==> src/logic/sens_pkg.sv <==
`default_nettype none

package sens_pkg;

    localparam int sens_num_chn = 4;            // sensor channels

    // command bus
    localparam int cmd_addr_w    = 16;
    localparam int cmd_data_w    = 32;
    localparam int cmd_num_bytes = 6;           // AL, AH, D0, D1, D2, D3

    // register map, byte addresses on the command bus
    localparam int sensor_group_addr = 'h400;   // channel 0 base
    localparam int sensor_base_inc   = 'h40;    // step between channels
    localparam int sens_status_ctrl  = 5;       // status mode and sequence
    localparam int sens_sync_mult    = 6;       // frames per group minus one
    localparam int sens_sync_late    = 7;       // late sof delay in lines

    localparam int sens_sync_late_dflt = 15;

    // status packets
    localparam int status_reg_base  = 'h20;     // status address of channel 0
    localparam int status_reg_inc   = 2;
    localparam int status_seq_w     = 6;
    localparam int status_pkt_bytes = 4;        // address, flags, count lo, count hi

    // counter widths
    localparam int sens_sync_fbits = 16;
    localparam int sens_sync_lbits = 16;
    localparam int frame_cnt_w     = 16;

    typedef enum logic [1:0] {
        st_off  = 2'd0,
        st_once = 2'd1,                         // one packet, then back to off
        st_auto = 2'd2                          // packet on every late sof
    } status_mode_e;                            // 3 behaves as off

    typedef enum logic [$clog2(cmd_num_bytes + 1)-1:0] {
        ph_idle, ph_al, ph_ah, ph_d0, ph_d1, ph_d2, ph_d3
    } cmd_phase_e;                              // last byte taken

    typedef enum logic [1:0] {
        rt_idle,                                // pick next channel
        rt_offer,                               // request shown, wait for start
        rt_send                                 // pass remaining bytes
    } router_state_e;

endpackage

`default_nettype wire
==> src/logic/sensors_top.sv <==
`timescale 1ns/1ps
`default_nettype none

module sensors_top (
    input  wire                                mclk,
    input  wire                                rst,
    input  wire  [7:0]                         cmd_ad_in,     // AL, AH, D0..D3
    input  wire                                cmd_stb_in,    // with AL
    input  wire  [sens_pkg::sens_num_chn-1:0]  sof_in,
    input  wire  [sens_pkg::sens_num_chn-1:0]  eof_in,
    input  wire  [sens_pkg::sens_num_chn-1:0]  line_in,
    output logic [sens_pkg::sens_num_chn-1:0]  sof_out_mclk,  // group start, to sequencer
    output logic [sens_pkg::sens_num_chn-1:0]  eof_out_mclk,  // group end
    output logic [sens_pkg::sens_num_chn-1:0]  sof_late_mclk, // delayed sof
    output logic [7:0]                         status_ad,     // merged status bytes
    output logic                               status_rq,
    input  wire                                status_start
);

    import sens_pkg::*;

    logic [7:0]                   cmd_ad;                     // registered command bus
    logic                         cmd_stb;
    logic                         wr_stb;
    logic [cmd_addr_w-1:0]        wr_addr;
    logic [cmd_data_w-1:0]        wr_data;
    logic [sens_num_chn-1:0]      in_frame;
    logic [sens_num_chn-1:0]      rq_chn;
    logic [sens_num_chn-1:0]      start_chn;
    logic [sens_num_chn-1:0][7:0] db_chn;

    always_ff @(posedge mclk) begin
        if (rst) begin
            cmd_stb <= 1'b0;
        end else begin
            cmd_stb <= cmd_stb_in;
        end
    end

    always_ff @(posedge mclk) begin
        cmd_ad <= cmd_ad_in;
    end

    cmd_deframer cmd_deframer_i (
        .mclk    (mclk),
        .rst     (rst),
        .cmd_ad  (cmd_ad),
        .cmd_stb (cmd_stb),
        .wr_stb  (wr_stb),
        .wr_addr (wr_addr),
        .wr_data (wr_data)
    );

    for (genvar i = 0; i < sens_num_chn; i++) begin : g_chn
        sens_sync #(.chn(i)) sens_sync_i (
            .mclk     (mclk),
            .rst      (rst),
            .wr_stb   (wr_stb),
            .wr_addr  (wr_addr),
            .wr_data  (wr_data),
            .sof_in   (sof_in[i]),
            .eof_in   (eof_in[i]),
            .line_in  (line_in[i]),
            .sof_out  (sof_out_mclk[i]),
            .eof_out  (eof_out_mclk[i]),
            .sof_late (sof_late_mclk[i]),
            .in_frame (in_frame[i])
        );

        chan_status #(.chn(i)) chan_status_i (
            .mclk     (mclk),
            .rst      (rst),
            .wr_stb   (wr_stb),
            .wr_addr  (wr_addr),
            .wr_data  (wr_data),
            .sof_out  (sof_out_mclk[i]),
            .sof_late (sof_late_mclk[i]),
            .in_frame (in_frame[i]),
            .rq       (rq_chn[i]),
            .start    (start_chn[i]),
            .db       (db_chn[i])
        );
    end

    status_router4 status_router4_i (
        .mclk         (mclk),
        .rst          (rst),
        .rq_in        (rq_chn),
        .db_in        (db_chn),
        .start_in     (start_chn),
        .status_rq    (status_rq),
        .status_ad    (status_ad),
        .status_start (status_start)
    );

endmodule

`default_nettype wire

==> src/logic/status_router4.sv <==
`timescale 1ns/1ps
`default_nettype none

module status_router4 (
    input  wire                                      mclk,
    input  wire                                      rst,
    input  wire  [sens_pkg::sens_num_chn-1:0]        rq_in,        // per-channel request
    input  wire  [sens_pkg::sens_num_chn-1:0][7:0]   db_in,        // per-channel byte
    output logic [sens_pkg::sens_num_chn-1:0]        start_in,     // start to chosen channel
    output logic                                     status_rq,
    output logic [7:0]                               status_ad,
    input  wire                                      status_start  // downstream took byte 0
);

    import sens_pkg::*;

    localparam int chn_w = $clog2(sens_num_chn);
    localparam int cnt_w = $clog2(status_pkt_bytes);

    router_state_e    state;
    logic [chn_w-1:0] sel;                             // channel being served
    logic [chn_w-1:0] nxt_sel;
    logic             any_rq;
    logic [cnt_w-1:0] byte_cnt;                        // byte on status_ad in send

    // round robin, nearest channel after sel wins
    always_comb begin
        logic [chn_w-1:0] cand;
        nxt_sel = sel;
        any_rq  = 1'b0;
        for (int k = sens_num_chn; k >= 1; k--) begin
            cand = chn_w'((sel + k) % sens_num_chn);
            if (rq_in[cand]) begin
                nxt_sel = cand;
                any_rq  = 1'b1;
            end
        end
    end

    always_ff @(posedge mclk) begin
        if (rst) begin
            state    <= rt_idle;
            sel      <= chn_w'(sens_num_chn - 1);      // channel 0 first
            byte_cnt <= '0;
        end else begin
            case (state)
                rt_idle: begin
                    if (any_rq) begin
                        sel   <= nxt_sel;
                        state <= rt_offer;
                    end
                end
                rt_offer: begin
                    if (status_start) begin            // may wait any number of cycles
                        byte_cnt <= cnt_w'(1);
                        state    <= rt_send;
                    end
                end
                rt_send: begin
                    if (byte_cnt == cnt_w'(status_pkt_bytes - 1)) begin
                        state <= rt_idle;              // rearbitrate next cycle
                    end
                    byte_cnt <= byte_cnt + 1'b1;
                end
                default: state <= rt_idle;
            endcase
        end
    end

    assign status_rq = (state == rt_offer) && rq_in[sel];
    assign status_ad = db_in[sel];                     // channel steps its own bytes

    always_comb begin
        start_in = '0;
        if (state == rt_offer) begin
            start_in[sel] = status_start;
        end
    end

endmodule

`default_nettype wire

==> src/logic/chan_status.sv <==
`timescale 1ns/1ps
`default_nettype none

module chan_status #(
    parameter int chn = 0
) (
    input  wire                              mclk,
    input  wire                              rst,
    input  wire                              wr_stb,
    input  wire  [sens_pkg::cmd_addr_w-1:0]  wr_addr,
    input  wire  [sens_pkg::cmd_data_w-1:0]  wr_data,
    input  wire                              sof_out,
    input  wire                              sof_late,
    input  wire                              in_frame,
    output logic                             rq,       // held until start
    input  wire                              start,    // byte 0 taken
    output logic [7:0]                       db        // packet byte
);

    import sens_pkg::*;

    localparam int idx_w = $clog2(status_pkt_bytes);
    localparam logic [cmd_addr_w-1:0] ctrl_addr =
        cmd_addr_w'(sensor_group_addr + chn * sensor_base_inc + sens_status_ctrl);
    localparam logic [7:0] st_addr = 8'(status_reg_base + chn * status_reg_inc);

    status_mode_e            mode;
    logic [status_seq_w-1:0] seq;
    logic [frame_cnt_w-1:0]  frame_cnt;                // counts sof_out
    logic                    late_done;                // late sof seen this group
    logic [idx_w-1:0]        byte_idx;                 // 0 idle or requesting
    logic [7:0]              snap_flags;               // seq, late_done, in_frame
    logic [frame_cnt_w-1:0]  snap_frame;
    logic                    mode_wr;
    logic                    event_rq;
    logic [status_seq_w-1:0] seq_nx;
    logic [frame_cnt_w-1:0]  frame_nx;
    logic                    late_nx;

    assign mode_wr  = wr_stb && (wr_addr == ctrl_addr);
    assign seq_nx   = mode_wr ? wr_data[2 +: status_seq_w] : seq;
    assign frame_nx = frame_cnt + frame_cnt_w'(sof_out);
    assign late_nx  = sof_late || (late_done && !sof_out);
    assign event_rq = ((mode_wr && wr_data[1:0] == st_once) || (sof_late && mode == st_auto))
                      && !rq && (byte_idx == '0);      // busy drops the event

    always_ff @(posedge mclk) begin
        if (rst) begin
            mode      <= st_off;
            seq       <= '0;
            frame_cnt <= '0;
            late_done <= 1'b0;
            rq        <= 1'b0;
            byte_idx  <= '0;
        end else begin
            frame_cnt <= frame_nx;
            late_done <= late_nx;
            if (mode_wr) begin
                seq  <= seq_nx;
                mode <= (wr_data[1:0] == st_auto) ? st_auto : st_off;  // once is one-shot
            end
            if (event_rq) begin
                rq <= 1'b1;
            end else if (start) begin
                rq <= 1'b0;
            end
            if (start && rq) begin
                byte_idx <= idx_w'(1);
            end else if (byte_idx != '0) begin
                byte_idx <= byte_idx + 1'b1;           // wraps back to 0 after last
            end
        end
    end

    always_ff @(posedge mclk) begin
        if (event_rq) begin
            snap_flags <= {seq_nx, late_nx, in_frame};
            snap_frame <= frame_nx;
        end
    end

    always_comb begin
        case (byte_idx)
            idx_w'(1): db = snap_flags;
            idx_w'(2): db = snap_frame[7:0];
            idx_w'(3): db = snap_frame[15:8];
            default:   db = st_addr;                   // address while requesting
        endcase
    end

endmodule

`default_nettype wire

==> src/logic/sens_sync.sv <==
`timescale 1ns/1ps
`default_nettype none

module sens_sync #(
    parameter int chn = 0                                 // channel index
) (
    input  wire                              mclk,
    input  wire                              rst,
    input  wire                              wr_stb,
    input  wire  [sens_pkg::cmd_addr_w-1:0]  wr_addr,
    input  wire  [sens_pkg::cmd_data_w-1:0]  wr_data,
    input  wire                              sof_in,      // sensor start of frame
    input  wire                              eof_in,      // sensor end of frame
    input  wire                              line_in,     // one pulse per line
    output logic                             sof_out,     // first frame of a group
    output logic                             eof_out,     // last frame of a group
    output logic                             sof_late,    // sof delayed by late lines
    output logic                             in_frame     // group in progress
);

    import sens_pkg::*;

    localparam int chn_base = sensor_group_addr + chn * sensor_base_inc;
    localparam logic [cmd_addr_w-1:0] mult_addr = cmd_addr_w'(chn_base + sens_sync_mult);
    localparam logic [cmd_addr_w-1:0] late_addr = cmd_addr_w'(chn_base + sens_sync_late);

    logic [sens_sync_fbits-1:0] mult;                     // frames combined minus one
    logic [sens_sync_lbits-1:0] late;                     // lines before sof_late
    logic [sens_sync_fbits-1:0] skip_cnt;                 // frames still to skip
    logic [sens_sync_lbits-1:0] line_cnt;                 // lines since accepted sof
    logic                       late_done;                // sof_late already issued
    logic                       accept;
    logic                       closing;
    logic                       line_hit;
    logic                       count_line;

    assign accept     = sof_in && (skip_cnt == '0);
    assign closing    = eof_in && in_frame && (skip_cnt == '0);  // last frame of group
    assign count_line = line_in && in_frame && !late_done;
    assign line_hit   = count_line && (line_cnt + 1'b1 == late);

    always_ff @(posedge mclk) begin
        if (rst) begin
            mult      <= '0;
            late      <= sens_sync_lbits'(sens_sync_late_dflt);
            skip_cnt  <= '0;
            line_cnt  <= '0;
            late_done <= 1'b1;                            // nothing pending
            in_frame  <= 1'b0;
            sof_out   <= 1'b0;
            eof_out   <= 1'b0;
            sof_late  <= 1'b0;
        end else begin
            sof_out  <= accept;
            eof_out  <= closing;
            sof_late <= (accept && late == '0) || line_hit || (closing && !late_done);

            if (wr_stb && wr_addr == mult_addr) begin
                mult     <= wr_data[sens_sync_fbits-1:0];
                skip_cnt <= '0;                           // next sof starts a group
            end else if (sof_in) begin
                skip_cnt <= accept ? mult : skip_cnt - 1'b1;
            end

            if (wr_stb && wr_addr == late_addr) begin
                late <= wr_data[sens_sync_lbits-1:0];
            end

            if (accept) begin
                in_frame  <= 1'b1;
                line_cnt  <= '0;
                late_done <= (late == '0);                // zero delay fires with sof
            end else begin
                if (count_line) begin
                    line_cnt <= line_cnt + 1'b1;
                end
                if (line_hit) begin
                    late_done <= 1'b1;
                end
                if (closing) begin
                    in_frame  <= 1'b0;
                    late_done <= 1'b1;                    // eof cuts the delay short
                end
            end
        end
    end

endmodule

`default_nettype wire

==> src/logic/cmd_deframer.sv <==
`timescale 1ns/1ps
`default_nettype none

module cmd_deframer (
    input  wire                              mclk,
    input  wire                              rst,
    input  wire  [7:0]                       cmd_ad,   // byte-serial address/data
    input  wire                              cmd_stb,  // marks AL
    output logic                             wr_stb,   // one pulse per full command
    output logic [sens_pkg::cmd_addr_w-1:0]  wr_addr,
    output logic [sens_pkg::cmd_data_w-1:0]  wr_data
);

    import sens_pkg::*;

    cmd_phase_e phase;                                 // byte taken last cycle
    logic       data_byte;                             // current byte goes to data

    assign data_byte = !cmd_stb && (phase inside {ph_ah, ph_d0, ph_d1, ph_d2});

    always_ff @(posedge mclk) begin
        if (rst) begin
            phase  <= ph_idle;
            wr_stb <= 1'b0;
        end else begin
            wr_stb <= 1'b0;
            if (cmd_stb) begin
                phase <= ph_al;                        // any strobe restarts
            end else begin
                case (phase)
                    ph_al: phase <= ph_ah;
                    ph_ah: phase <= ph_d0;
                    ph_d0: phase <= ph_d1;
                    ph_d1: phase <= ph_d2;
                    ph_d2: begin
                        phase  <= ph_d3;               // D3 in this cycle
                        wr_stb <= 1'b1;
                    end
                    default: phase <= ph_idle;         // idle, or write just issued
                endcase
            end
        end
    end

    // low byte first, shift down
    always_ff @(posedge mclk) begin
        if (cmd_stb || phase == ph_al) begin
            wr_addr <= {cmd_ad, wr_addr[cmd_addr_w-1:8]};
        end
        if (data_byte) begin
            wr_data <= {cmd_ad, wr_data[cmd_data_w-1:8]};
        end
    end

endmodule

`default_nettype wire

==> config.mk <==
export PLATFORM = sky130hd
export DESIGN_NAME = sensors_top
export DESIGN_NICKNAME = d
export VERILOG_FILES = /design/src/logic/sens_pkg.sv /design/src/logic/sensors_top.sv /design/src/logic/status_router4.sv /design/src/logic/chan_status.sv /design/src/logic/sens_sync.sv /design/src/logic/cmd_deframer.sv
export SDC_FILE = /design/constraint.sdc
export NUM_CORES = 1
export LEC_CHECK = 0
export ABC_AREA = 1
export BUFFER_PORTS_ARGS = -buffer_cell sky130_fd_sc_hd__buf_2
export CAP_MARGIN = 20
export CORE_MARGIN = 2
export CORE_UTILIZATION = 50
export DETAILED_ROUTE_END_ITERATION = 12
export GPL_TIMING_DRIVEN = 0
export PLACE_DENSITY = 0.66
export SETUP_SLACK_MARGIN = 0.4
export SYNTH_ARGS = -nofsm -noshare
export SYNTH_HDL_FRONTEND = slang
export SYNTH_SLANG_ARGS = --single-unit
==> constraint.sdc <==
create_clock -name mclk -period 2.75 [get_ports mclk]
set_input_delay 0.1375 -clock mclk [delete_from_list [all_inputs] [get_ports mclk]]
set_output_delay 0.1375 -clock mclk [all_outputs]
set_load 0.05 [all_outputs]
After elaboration in Yosys (flattened, before gate mapping)

Cells that the tools add are included.

Equal/unequal tests: 45
Multiplexer cells: 81
Magnitude comparators: 6
$add $sub $neg: 21
Reductions and logical operators: 153
Bitwise gates (word level): 1

Operator list:

| kind                                                  | count |
|---|---|
| equality test 16 x 11 -> 1 bit, second input constant | 12 |
| logical NOT 16 bit                                    | 8 |
| case mux 8 bit (3 select lines)                       | 4 |
| logical AND 1 bit                                     | 71 |
| adder 16 x 1 -> 16 bit                                | 4 |
| adder 16 x 1 -> 16 bit, second input constant         | 4 |
| equality test 16 bit                                  | 4 |
| 2-to-1 mux 16 bit                                     | 4 |
| subtractor 16 x 1 -> 16 bit, second input constant    | 4 |
| 2-to-1 mux 1 bit                                      | 48 |
| nonzero test 2 bit                                    | 17 |
| equality test 2 bit, second input constant            | 15 |
| OR reduction 2 bit                                    | 13 |
| 2-to-1 mux 6 bit                                      | 4 |
| 2-to-1 mux 2 bit                                      | 9 |
| logical OR 1 bit                                      | 17 |
| binary-select mux 8 bit (select 2 bit)                | 1 |
| < comparator 2 x 3 -> 1 bit, second input constant    | 5 |
| case mux 3 bit (5 select lines)                       | 1 |
| adder 2 x 1 -> 2 bit, second input constant           | 7 |
| logical NOT 1 bit                                     | 13 |
| equality test 2 x 1 -> 1 bit, second input constant   | 6 |
| nonzero test 3 bit                                    | 4 |
| binary-select mux 1 bit (select 2 bit)                | 5 |
| 17 further kinds                                      | 27 |

Register bits: 551
Input bits: 24
Word-level logic and storage cells: 389

Depth between registers and ports, before layout

Gate-level depths: netlist of run 1.

Depth in word-level cells: 9
Depth in mapped cells: 16

By module

Synthesis of run 1 repeated with hierarchy kept, for this count alone.

Cell total of the unflattened synthesis: 3643
Area total of the unflattened synthesis: 27351.2 um^2

Modules (own cells, without submodules):

| module                                    | cells an instance | area each (um^2) | sequential area each (um^2) | instances |
|---|---|---|---|---|
| sens_sync at g_chn[1].sens_sync_i ...     | 569               | 3838.7           | 1381.3                      | 2 |
| chan_status at g_chn[1].chan_status_i ... | 289               | 2386.0           | 1261.2                      | 2 |
| sens_sync at g_chn[0].sens_sync_i         | 568               | 3776.1           | 1381.3                      | 1 |
| sens_sync at g_chn[3].sens_sync_i         | 566               | 3757.4           | 1381.3                      | 1 |
| chan_status at g_chn[0].chan_status_i     | 289               | 2389.8           | 1261.2                      | 1 |
| chan_status at g_chn[3].chan_status_i     | 288               | 2368.5           | 1261.2                      | 1 |
| cmd_deframer                              | 71                | 1620.3           | 1521.5                      | 1 |
| status_router4                            | 134               | 799.5            | 120.1                       | 1 |
| sensors_top                               | 11                | 190.2            | 180.2                       | 1 |

Least setup slack after synthesis of run 1

OpenSTA, ideal clock, no wires.

Kind: reg2reg
From: register cmd_deframer_i.phase[2]
To: register cmd_deframer_i.wr_data[0] in the netlist's numbering (enable)
Buffers on the path: 0
Required time: 2.309 ns
Path slack: 0.009 ns
Setup time: 0.441 ns
Cell stages (with the launch flop): 4
Clock period less this slack: 2.741 ns
Arrival: 2.300 ns
Cell sequence: dfxtp_1 > inv_1 > nand3_1 > a31oi_1

Word-level cells in the longest chain between the ends: 3
Elaborated cells between the ends (all ways): 6

RTL lines:

| element                                                                    | line               | text |
|---|---|---|
| start, declared                                                            | cmd_deframer.sv:16 | `cmd_phase_e phase;` |
| start signal, assigned                                                     | cmd_deframer.sv:23 | `phase <= ph_idle;` |
| start signal, assigned                                                     | cmd_deframer.sv:28 | `phase <= ph_al;` |
| start signal, assigned                                                     | cmd_deframer.sv:31 | `ph_al: phase <= ph_ah;` |
| equality test 3 x 2 -> 1 bit / equality test 3 bit (equally long branches) | cmd_deframer.sv:19 | `assign data_byte = !cmd_stb && (phase inside {ph_ah, ph_d0, ph_d1, ph_d2});` |
| nonzero test 4 bit (*)                                                     | cmd_deframer.sv:19 |  |
| logical AND 1 bit (*)                                                      | cmd_deframer.sv:19 |  |
| via cmd_deframer_i.data_byte                                               | cmd_deframer.sv:17 | `logic data_byte;` |
| end signal, assigned                                                       | cmd_deframer.sv:51 | `wr_data <= {cmd_ad, wr_data[cmd_data_w-1:8]};` |
| end, declared                                                              | cmd_deframer.sv:11 | `output logic [sens_pkg::cmd_data_w-1:0] wr_data` |

The timed path passes the listed nets; every way through them passes the cells marked *.
A chain may end at the register's enable or synchronous reset.

Worst setup path in the final report of run 1

From: register cmd_deframer_i.wr_addr[6] in the netlist's numbering
To: register g_chn[1].chan_status_i.snap_frame[0] (enable)

Word-level cells in the longest chain between the ends: 6

RTL lines:

| element                             | line               | text |
|---|---|---|
| start, declared                     | cmd_deframer.sv:10 | `output logic [sens_pkg::cmd_addr_w-1:0] wr_addr,` |
| start signal, assigned              | cmd_deframer.sv:48 | `wr_addr <= {cmd_ad, wr_addr[cmd_addr_w-1:8]};` |
| equality test 16 x 11 -> 1 bit      | chan_status.sv:40  | `assign mode_wr = wr_stb && (wr_addr == ctrl_addr);` |
| logical AND 1 bit                   | chan_status.sv:40  |  |
| logical AND 1 bit                   | chan_status.sv:44  | `assign event_rq = ((mode_wr && wr_data[1:0] == st_once) \|\| (sof_late && mode == st_auto))` |
| logical OR 1 bit                    | chan_status.sv:44  |  |
| logical AND 1 bit (2 in a row)      | chan_status.sv:45  | `&& !rq && (byte_idx == '0);` |
| via g_chn[1].chan_status_i.event_rq | chan_status.sv:35  | `logic event_rq;` |
| end signal, assigned                | chan_status.sv:78  | `snap_frame <= frame_nx;` |
| end, declared                       | chan_status.sv:33  | `logic [frame_cnt_w-1:0] snap_frame;` |

The timed path passes the listed nets, and every way through them passes these cells.

==> results of run 1 <==
-- path summary, 6_finish.rpt --
| kind | from | end |
|---|---|---|
| setup / recovery | cmd_deframer_i.wr_addr[6]$_DFFE_PP_ | g_chn[1].chan_status_i.snap_frame[0]$_DFFE_PP_ |
| setup reg to reg | cmd_deframer_i.wr_addr[6]$_DFFE_PP_ | g_chn[1].chan_status_i.snap_frame[0]$_DFFE_PP_ |
| hold / removal | line_in[1] | g_chn[1].sens_sync_i.line_cnt[2]$_SDFFE_PP0P_ |
| hold reg to reg | cmd_deframer_i.wr_data[30]$_DFFE_PP_ | cmd_deframer_i.wr_data[22]$_DFFE_PP_ |
-- final cells by class --
cell class	instances	area share [%]
Buffer	127	2.17
Clock inverter	41	1.39
Multi-Input combinational cell	2115	38.2
Sequential cell	547	41.8
Inverter	429	5.45
Tap cell	672	2.82
Clock buffer	69	5.25
Timing Repair Buffer	104	2.97
-- worst min-delay path, delay by kind of cell --
family	cells	cell delay, ns
buffers and inverters	2	0.21
AOI/OAI and AO/OA	1	0.08
and+or+nand+nor	3	0.22
-- flip-flops by register name, summed over array words and instances (netlist names), 16 cells and up --
signal / cells
g_chn.chan_status_i.frame_cnt: 64
g_chn.chan_status_i.snap_frame: 64
g_chn.sens_sync_i.line_cnt: 64
g_chn.chan_status_i.seq: 24
g_chn.sens_sync_i.skip_cnt: 64
cmd_deframer_i.wr_addr: 16
g_chn.chan_status_i.snap_flags: 32
cmd_deframer_i.wr_data: 32
g_chn.sens_sync_i.mult: 64
g_chn.sens_sync_i.late: 64
-- synthesized netlist by cell type, types with 8 or more instances --
cell / instances / area [µm²]
dfxtp_1: 403 / 8070
nor2_2: 19 / 119
a22oi_1: 11 / 82.6
buf_2: 26 / 130
inv_1: 425 / 1600
xnor3_1: 8 / 180
or2_2: 9 / 56.3
a21oi_1: 208 / 1040
clkbuf_2: 9 / 45.0
a31oi_1: 10 / 62.6
buf_4: 15 / 113
nor3_2: 8 / 80.1
o21ai_0: 81 / 405
nor4_1: 28 / 175
xor2_1: 74 / 648
a211oi_1: 131 / 983
nor2_1: 376 / 1410
clkbuf_1: 75 / 282
ha_1: 41 / 513
edfxtp_1: 144 / 4320
nand4_1: 51 / 319
nand3_1: 179 / 896
nand2_1: 698 / 2620
nor3_1: 54 / 270
xnor2_1: 26 / 228
o211ai_1: 36 / 270
-- power breakdown --
part	switching, W	internal [W]	leakage [nW]
registers	0.000542	0.00880	4.60
clock network	0.00337	0.00473	0.973
logic	0.00349	0.00219	6.08
-- per-layer routing --
layer	share of wire [%]	global-route usage (%)
met4	3.7	9.38
met2	46	42.4
met5	0	0
met3	6.1	3.61
met1	45	35.7
-- placed cells by master (no fill, tap or decap), types with 8 or more instances in the layout --
cell             n
nand2_1        684
inv_1          417
dfxtp_1        387
nor2_1         357
a21oi_1        200
nand3_1        172
edfxtp_1       144
a211oi_1       131
o21ai_0         76
xor2_1          73
clkbuf_1        67
buf_2           59
clkbuf_16       59
nor3_1          53
nand4_1         51
buf_4           50
o211ai_1        36
ha_1            35
nor2_4          27
xnor2_1         26
nor4_1          24
dlygate4sd3_1   19
nor2_2          18
nand2_2         15
clkbuf_2        13
clkinv_2        13
clkinv_1        12
nand3_2         10
or2_2            9
dfxtp_2          9
buf_6            9
a31oi_1          8
xnor3_1          8
-- through the flow --
| stage | hold WS, ns | setup slack, ns | setup TNS [ns] | instance area [µm²] | power (W) |
|---|---|---|---|---|---|
| 6_report | 0.0571 | 0.372 | 0 | 29800 | 0.0231 |
| 5_1_grt | 0.0525 | 0.244 | 0 | 29800 | 0.0242 |
| 4_1_cts | 0.0132 | 0.326 | 0 | 29200 | 0.0227 |
| 3_5_place_dp | 0.245 | -0.387 | -12.98 | 26700 | 0.0144 |
| 3_3_place_gp | 0.244 | -0.350 | -21.49 | 26500 | 0.0142 |
| 2_1_floorplan | 0.165 | 0.450 | 0 | 25500 | 0.0131 |
-- repair_timing --
item | CTS | global route
gates cloned | 2 | 0
pin swaps | 14 | 30
setup endpoints to repair | 124 | 281
gates resized for setup | 75 | 113
hold endpoints to repair | 44 | 0
hold buffers | 19 | 0
setup buffers | 14 | 22
-- cell families (layout without fill, tap and decap cells) --
family	Yosys count	count (layout)	share of synthesized area [%]
and+or+nand+nor	1457	1459	24.5
muxes	1	1	0.0393
adders and majority gates	41	41	2.01
xor gates and xnor gates	108	108	4.14
AOI/OAI and AO/OA	506	506	12.1
DFF	547	547	48.6
buffers and inverters	556	770	8.58
==> impl_metrics.csv, run 1 <==
group,metric,value,unit
die,die_area,52800,µm²
die,initial_core_util,50.7,%
drt,num_vias,22177,
job,drv_cap,0,
finish,area_delta_synth_final,16.8,%
setup_path,ff2ff_path_depth,7,
drt,remaining_drc_errors,0,
die,die_h,230,µm
setup_path,cp-end-kind,"flip-flop",
place,dp.cells,3936,
grt,grt_max_degree,25,
yosys,synth_ff_type,"dfxtp_1",
drt,vias_per_cell,5.40,
finish,regArea,12400,µm²
grt,grt_first_pass_wirelength,110,mm
clock_network,cts.path.max_buffers,3,
place,hpwl,50.6,mm
sta,slew_violations,0,
finish,final_cells,4104,
die,die_x,230,µm
setup_path,crit_path_max_fanout,7,
finish,utilization,59.2,%
finish,fill_cells,4483,
setup_path,crit_type,"reg -> reg",
setup_path,cp_num_buf_inv,2,
die,io_pins,45,
power_and_ir_drop,p_leak,11.7,nW
grt,grt_pass1_vias,20966,
setup_path,cp.depth,7,
yosys,async_reset_ff_share,0,%
place,port_buffers,41,
yosys,syn_nets,3281,
power_and_ir_drop,cellPowerDensity,777,nW/µm²
setup_path,ff2ff_setup_slack,0.37,ns
sta,slew_headroom,29.0,%
yosys,synth_area,25500,µm²
clock_network,clock_latency,0.63,ns
setup_path,worstPathRequired,3.07,ns
sta,setup_viol,0,
yosys,synth_edf_count,144,
finish,multiInputGateArea,11400,µm²
yosys,yosysUniqueCellTypes,53,
sta,hold_viol,0,
power_and_ir_drop,ir_drop,0.816,mV
drt,drt-initial-drc-count,1987,
clock_network,cts_sinks,547,
die,coreArea,50300,µm²
sta,fmax,421,MHz
grt,grtUsageTotal,26.1,%
grt,antenna_found_initial,1,
sta,rsz0062_at_grt,"yes",
die,rows,82,
sta,tightest_slew,1.07,ns
finish,drive_gt1_share,11.6,%
yosys,synth_area_per_cell,7.92,µm²
setup_path,start_kind,"flip-flop",
drt,ant_nets,0,
setup_path,arrival,2.70,ns
clock_network,root_buffer,"clkbuf_16",
yosys,synth_seq_cells,547,
clock_network,clk_pin_slew,0.06,ns
clock_network,htree_levels,2,
setup_path,crit_slowest_cell,"nor4_2",
status,status,"finished clean",
yosys,ys_seq_area_share,48.6,%
sta,skew,0.0264,ns
setup_path,critPathTopFamily,"simple AND/OR/NAND/NOR gates",
sta,period_share,86.5,%
drt,routed_wl,70.5,mm
sta,min_period,2.38,ns
setup_path,max_stage_delay,0.48,ns
yosys,syn_inst,3216,
clock_network,cts_tree,"done",
clock_network,numCtsBuffers,58,
setup_path,worstPathCellList,"inv_1, nor4_2, nand3_1, o22ai_1, nand2_1, nor2_4, buf_4",
yosys,yosysWarnings,0,
finish,diodes,0,
finish,nets,3447,
hold_path,holdPathStages,6,
drt,wl_per_cell,17.2,µm
drt,drt_first_pass_iters,6,
hold_path,hold_path.class,"in -> reg",
grt,gr-total-overflow,0,
place,routabilityCongestion,0.894,
(Power assumes the default switching activity.)
==> run 2: changes to the inputs <==
Settings changed: CORE_MARGIN 2 to not set, RECOVER_POWER set to 100.
==> run 2 against run 1 <==
Net effect:
- cell count decreased by 0.37%
- non-clock buffer count decreased by 13
- hold slack got worse by 0.021 ns
- combinational power decreased by 3.7%
- highest routed layer unchanged
- largest cell class unchanged
==> impl_metrics.csv, run 2 (synthesized netlist as in run 1, its figures left out) <==
group,metric,value,unit
hold_path,holdPathEnd,"g_chn[2].sens_sync_i.line_cnt[0]$_SDFFE_PP0P_",
drt,num_vias,22084,
clock_network,root_buffer,"clkbuf_16",
drt,vias_per_cell,5.40,
clock_network,cts_sinks,547,
sta,slew_headroom,25.0,%
drt,routed_wl,70.3,mm
clock_network,clk_pin_slew,0.06,ns
finish,drive_gt1_share,9.39,%
sta,fmax,400,MHz
drt,remaining_drc_errors,0,
finish,final_cells,4089,
job,drv_cap,0,
clock_network,cts.path.max_buffers,3,
hold_path,holdPathStages,4,
sta,skew,0.0176,ns
power_and_ir_drop,cellPowerDensity,781,nW/µm²
clock_network,htree_levels,2,
place,routabilityCongestion,0.939,
sta,slew_violations,0,
die,rows,82,
setup_path,crit_type,"reg -> reg",
setup_path,cp-end-kind,"flip-flop",
finish,design_area,29500,µm²
finish,nets,3433,
setup_path,ff2ff_setup_slack,0.25,ns
sta,rsz0062_at_grt,"yes",
drt,wl_met3,4.35,mm
setup_path,ff2ff_path_depth,8,
place,placed_area,26700,µm²
finish,diodes,0,
drt,top_layer_used,"met4",
setup_path,start_kind,"flip-flop",
drt,wl_met1,31.4,mm
finish,final_common_cell,"nand2_1",
grt,grt_first_pass_wirelength,111,mm
sta,hold-worst-slack,0.0361,ns
grt,gr-total-overflow,0,
setup_path,arrival,2.82,ns
die,initial_core_util,50.8,%
sta,hold_viol,0,
sta,setup_viol,0,
die,die_x,228,µm
grt,grtUsageTotal,26.7,%
sta,period_share,90.8,%
drt,ant_nets,0,
finish,fill_cells,4543,
finish,mostFrequentLayoutCells,"nand2_1 (689), inv_1 (418), dfxtp_1 (395)",
hold_path,hold_path.class,"in -> reg",
die,die_h,228,µm
drt,wl_met2,32.2,mm
sta,tightest_slew,1.11,ns
grt,grt_pass1_vias,20989,
die,coreArea,50200,µm²
setup_path,crit_path_max_fanout,12,
sta,min_period,2.50,ns
power_and_ir_drop,ir_drop,0.593,mV
grt,antenna_found_initial,1,
place,hpwl,50.6,mm
place,dp.cells,3938,
die,die_area,51900,µm²
clock_network,clock_latency,0.62,ns
hold_path,holdCritStartpoint,"line_in[2]",
finish,area_delta_synth_final,15.7,%
setup_path,worstPathRequired,3.08,ns
drt,drt-initial-drc-count,1870,
power_and_ir_drop,p_leak,11.5,nW
setup_path,reg2reg_to,"g_chn[1].chan_status_i.snap_flags[2]$_DFFE_PP_",
clock_network,numCtsBuffers,58,
place,port_buffers,41,
drt,drt_first_pass_iters,5,
clock_network,cts_tree,"done",
die,io_pins,45,
drt,wl_per_cell,17.2,µm
status,status,"finished clean",
setup_path,reg2reg_from,"cmd_deframer_i.wr_addr[5]$_DFFE_PP_",
grt,grt_max_degree,27,
-- run 2: through the flow --
stage               worst slack (ns)  TNS [ns]  util (%)  total power, W
detailed placement            -0.263     -9.57      53.2          0.0144
finish                         0.253         0      58.7          0.0230
global placement              -0.451    -22.37      52.9          0.0143
floorplan                      0.450         0         -          0.0131
CTS                            0.400         0      58.2          0.0228
global route                   0.171         0      58.7          0.0241
-- run 2: worst max path at each step --
stage / startpoint / endpoint / cells past startpoint / slack (ns)
after floorplan: g_chn[0].chan_status_i.byte_idx[1]$_SDFFE_PP0P_ / status_ad[5] / 7 / 0.45
after global placement: cmd_deframer_i.wr_addr[5]$_DFFE_PP_ / g_chn[0].chan_status_i.snap_frame[13]$_DFFE_PP_ / 7 / -0.45
after detailed placement: cmd_deframer_i.wr_addr[5]$_DFFE_PP_ / g_chn[0].chan_status_i.snap_frame[13]$_DFFE_PP_ / 8 / -0.26
after CTS: g_chn[2].chan_status_i.byte_idx[1]$_SDFFE_PP0P_ / status_ad[6] / 8 / 0.40
after global routing: g_chn[1].sens_sync_i.sof_out$_SDFF_PP0_ / g_chn[1].chan_status_i.frame_cnt[14]$_SDFF_PP0_ / 14 / 0.17
final: cmd_deframer_i.wr_addr[5]$_DFFE_PP_ / g_chn[1].chan_status_i.snap_flags[2]$_DFFE_PP_ / 8 / 0.25
-- run 2: worst max-delay path: stages, from the launching register on --
cell and delay (ns):
edfxtp_1 0.37, nor2_1 0.11, inv_1 0.13, nor4_1 0.52
nand3_1 0.24, o22ai_1 0.30, nand2_1 0.17, nor2_4 0.19
buf_8 0.17
-- run 2: area by class of cell --
class / count / area (µm²) / area share [%]
flip-flops and latches: 547 / 12400 / 42.1
multi-input cells: 2114 / 11200 / 38.1
clock buffers: 84 / 1660 / 5.62
inverters: 429 / 1620 / 5.51
well taps: 672 / 841 / 2.85
repair buffers: 91 / 747 / 2.53
plain buffers: 127 / 638 / 2.17
clock inverters: 25 / 333 / 1.13
-- run 2: timing repair --
| item | CTS | global route |
|---|---|---|
| buffers inserted | 11 | 12 |
| hold buffers | 18 | 0 |
| gates resized for setup | 74 | 87 |
| endpoints found under the hold margin | 41 | 0 |
| pin swaps | 12 | 25 |
| endpoints found under the setup margin | 118 | 248 |
| gates cloned | 1 | 0 |
-- run 2: metal layers --
layer,vias up,GRT usage (%)
li1,10894,-
met1,10313,36.5
met2,736,43.0
met3,141,3.29
met4,0,10.6
met5,-,0
-- run 2: where the power goes --
part,switching [W],total (W),internal (W)
registers,0.000537,0.00933,0.00879
logic,0.00344,0.00547,0.00203
clock network,0.00328,0.00821,0.00492
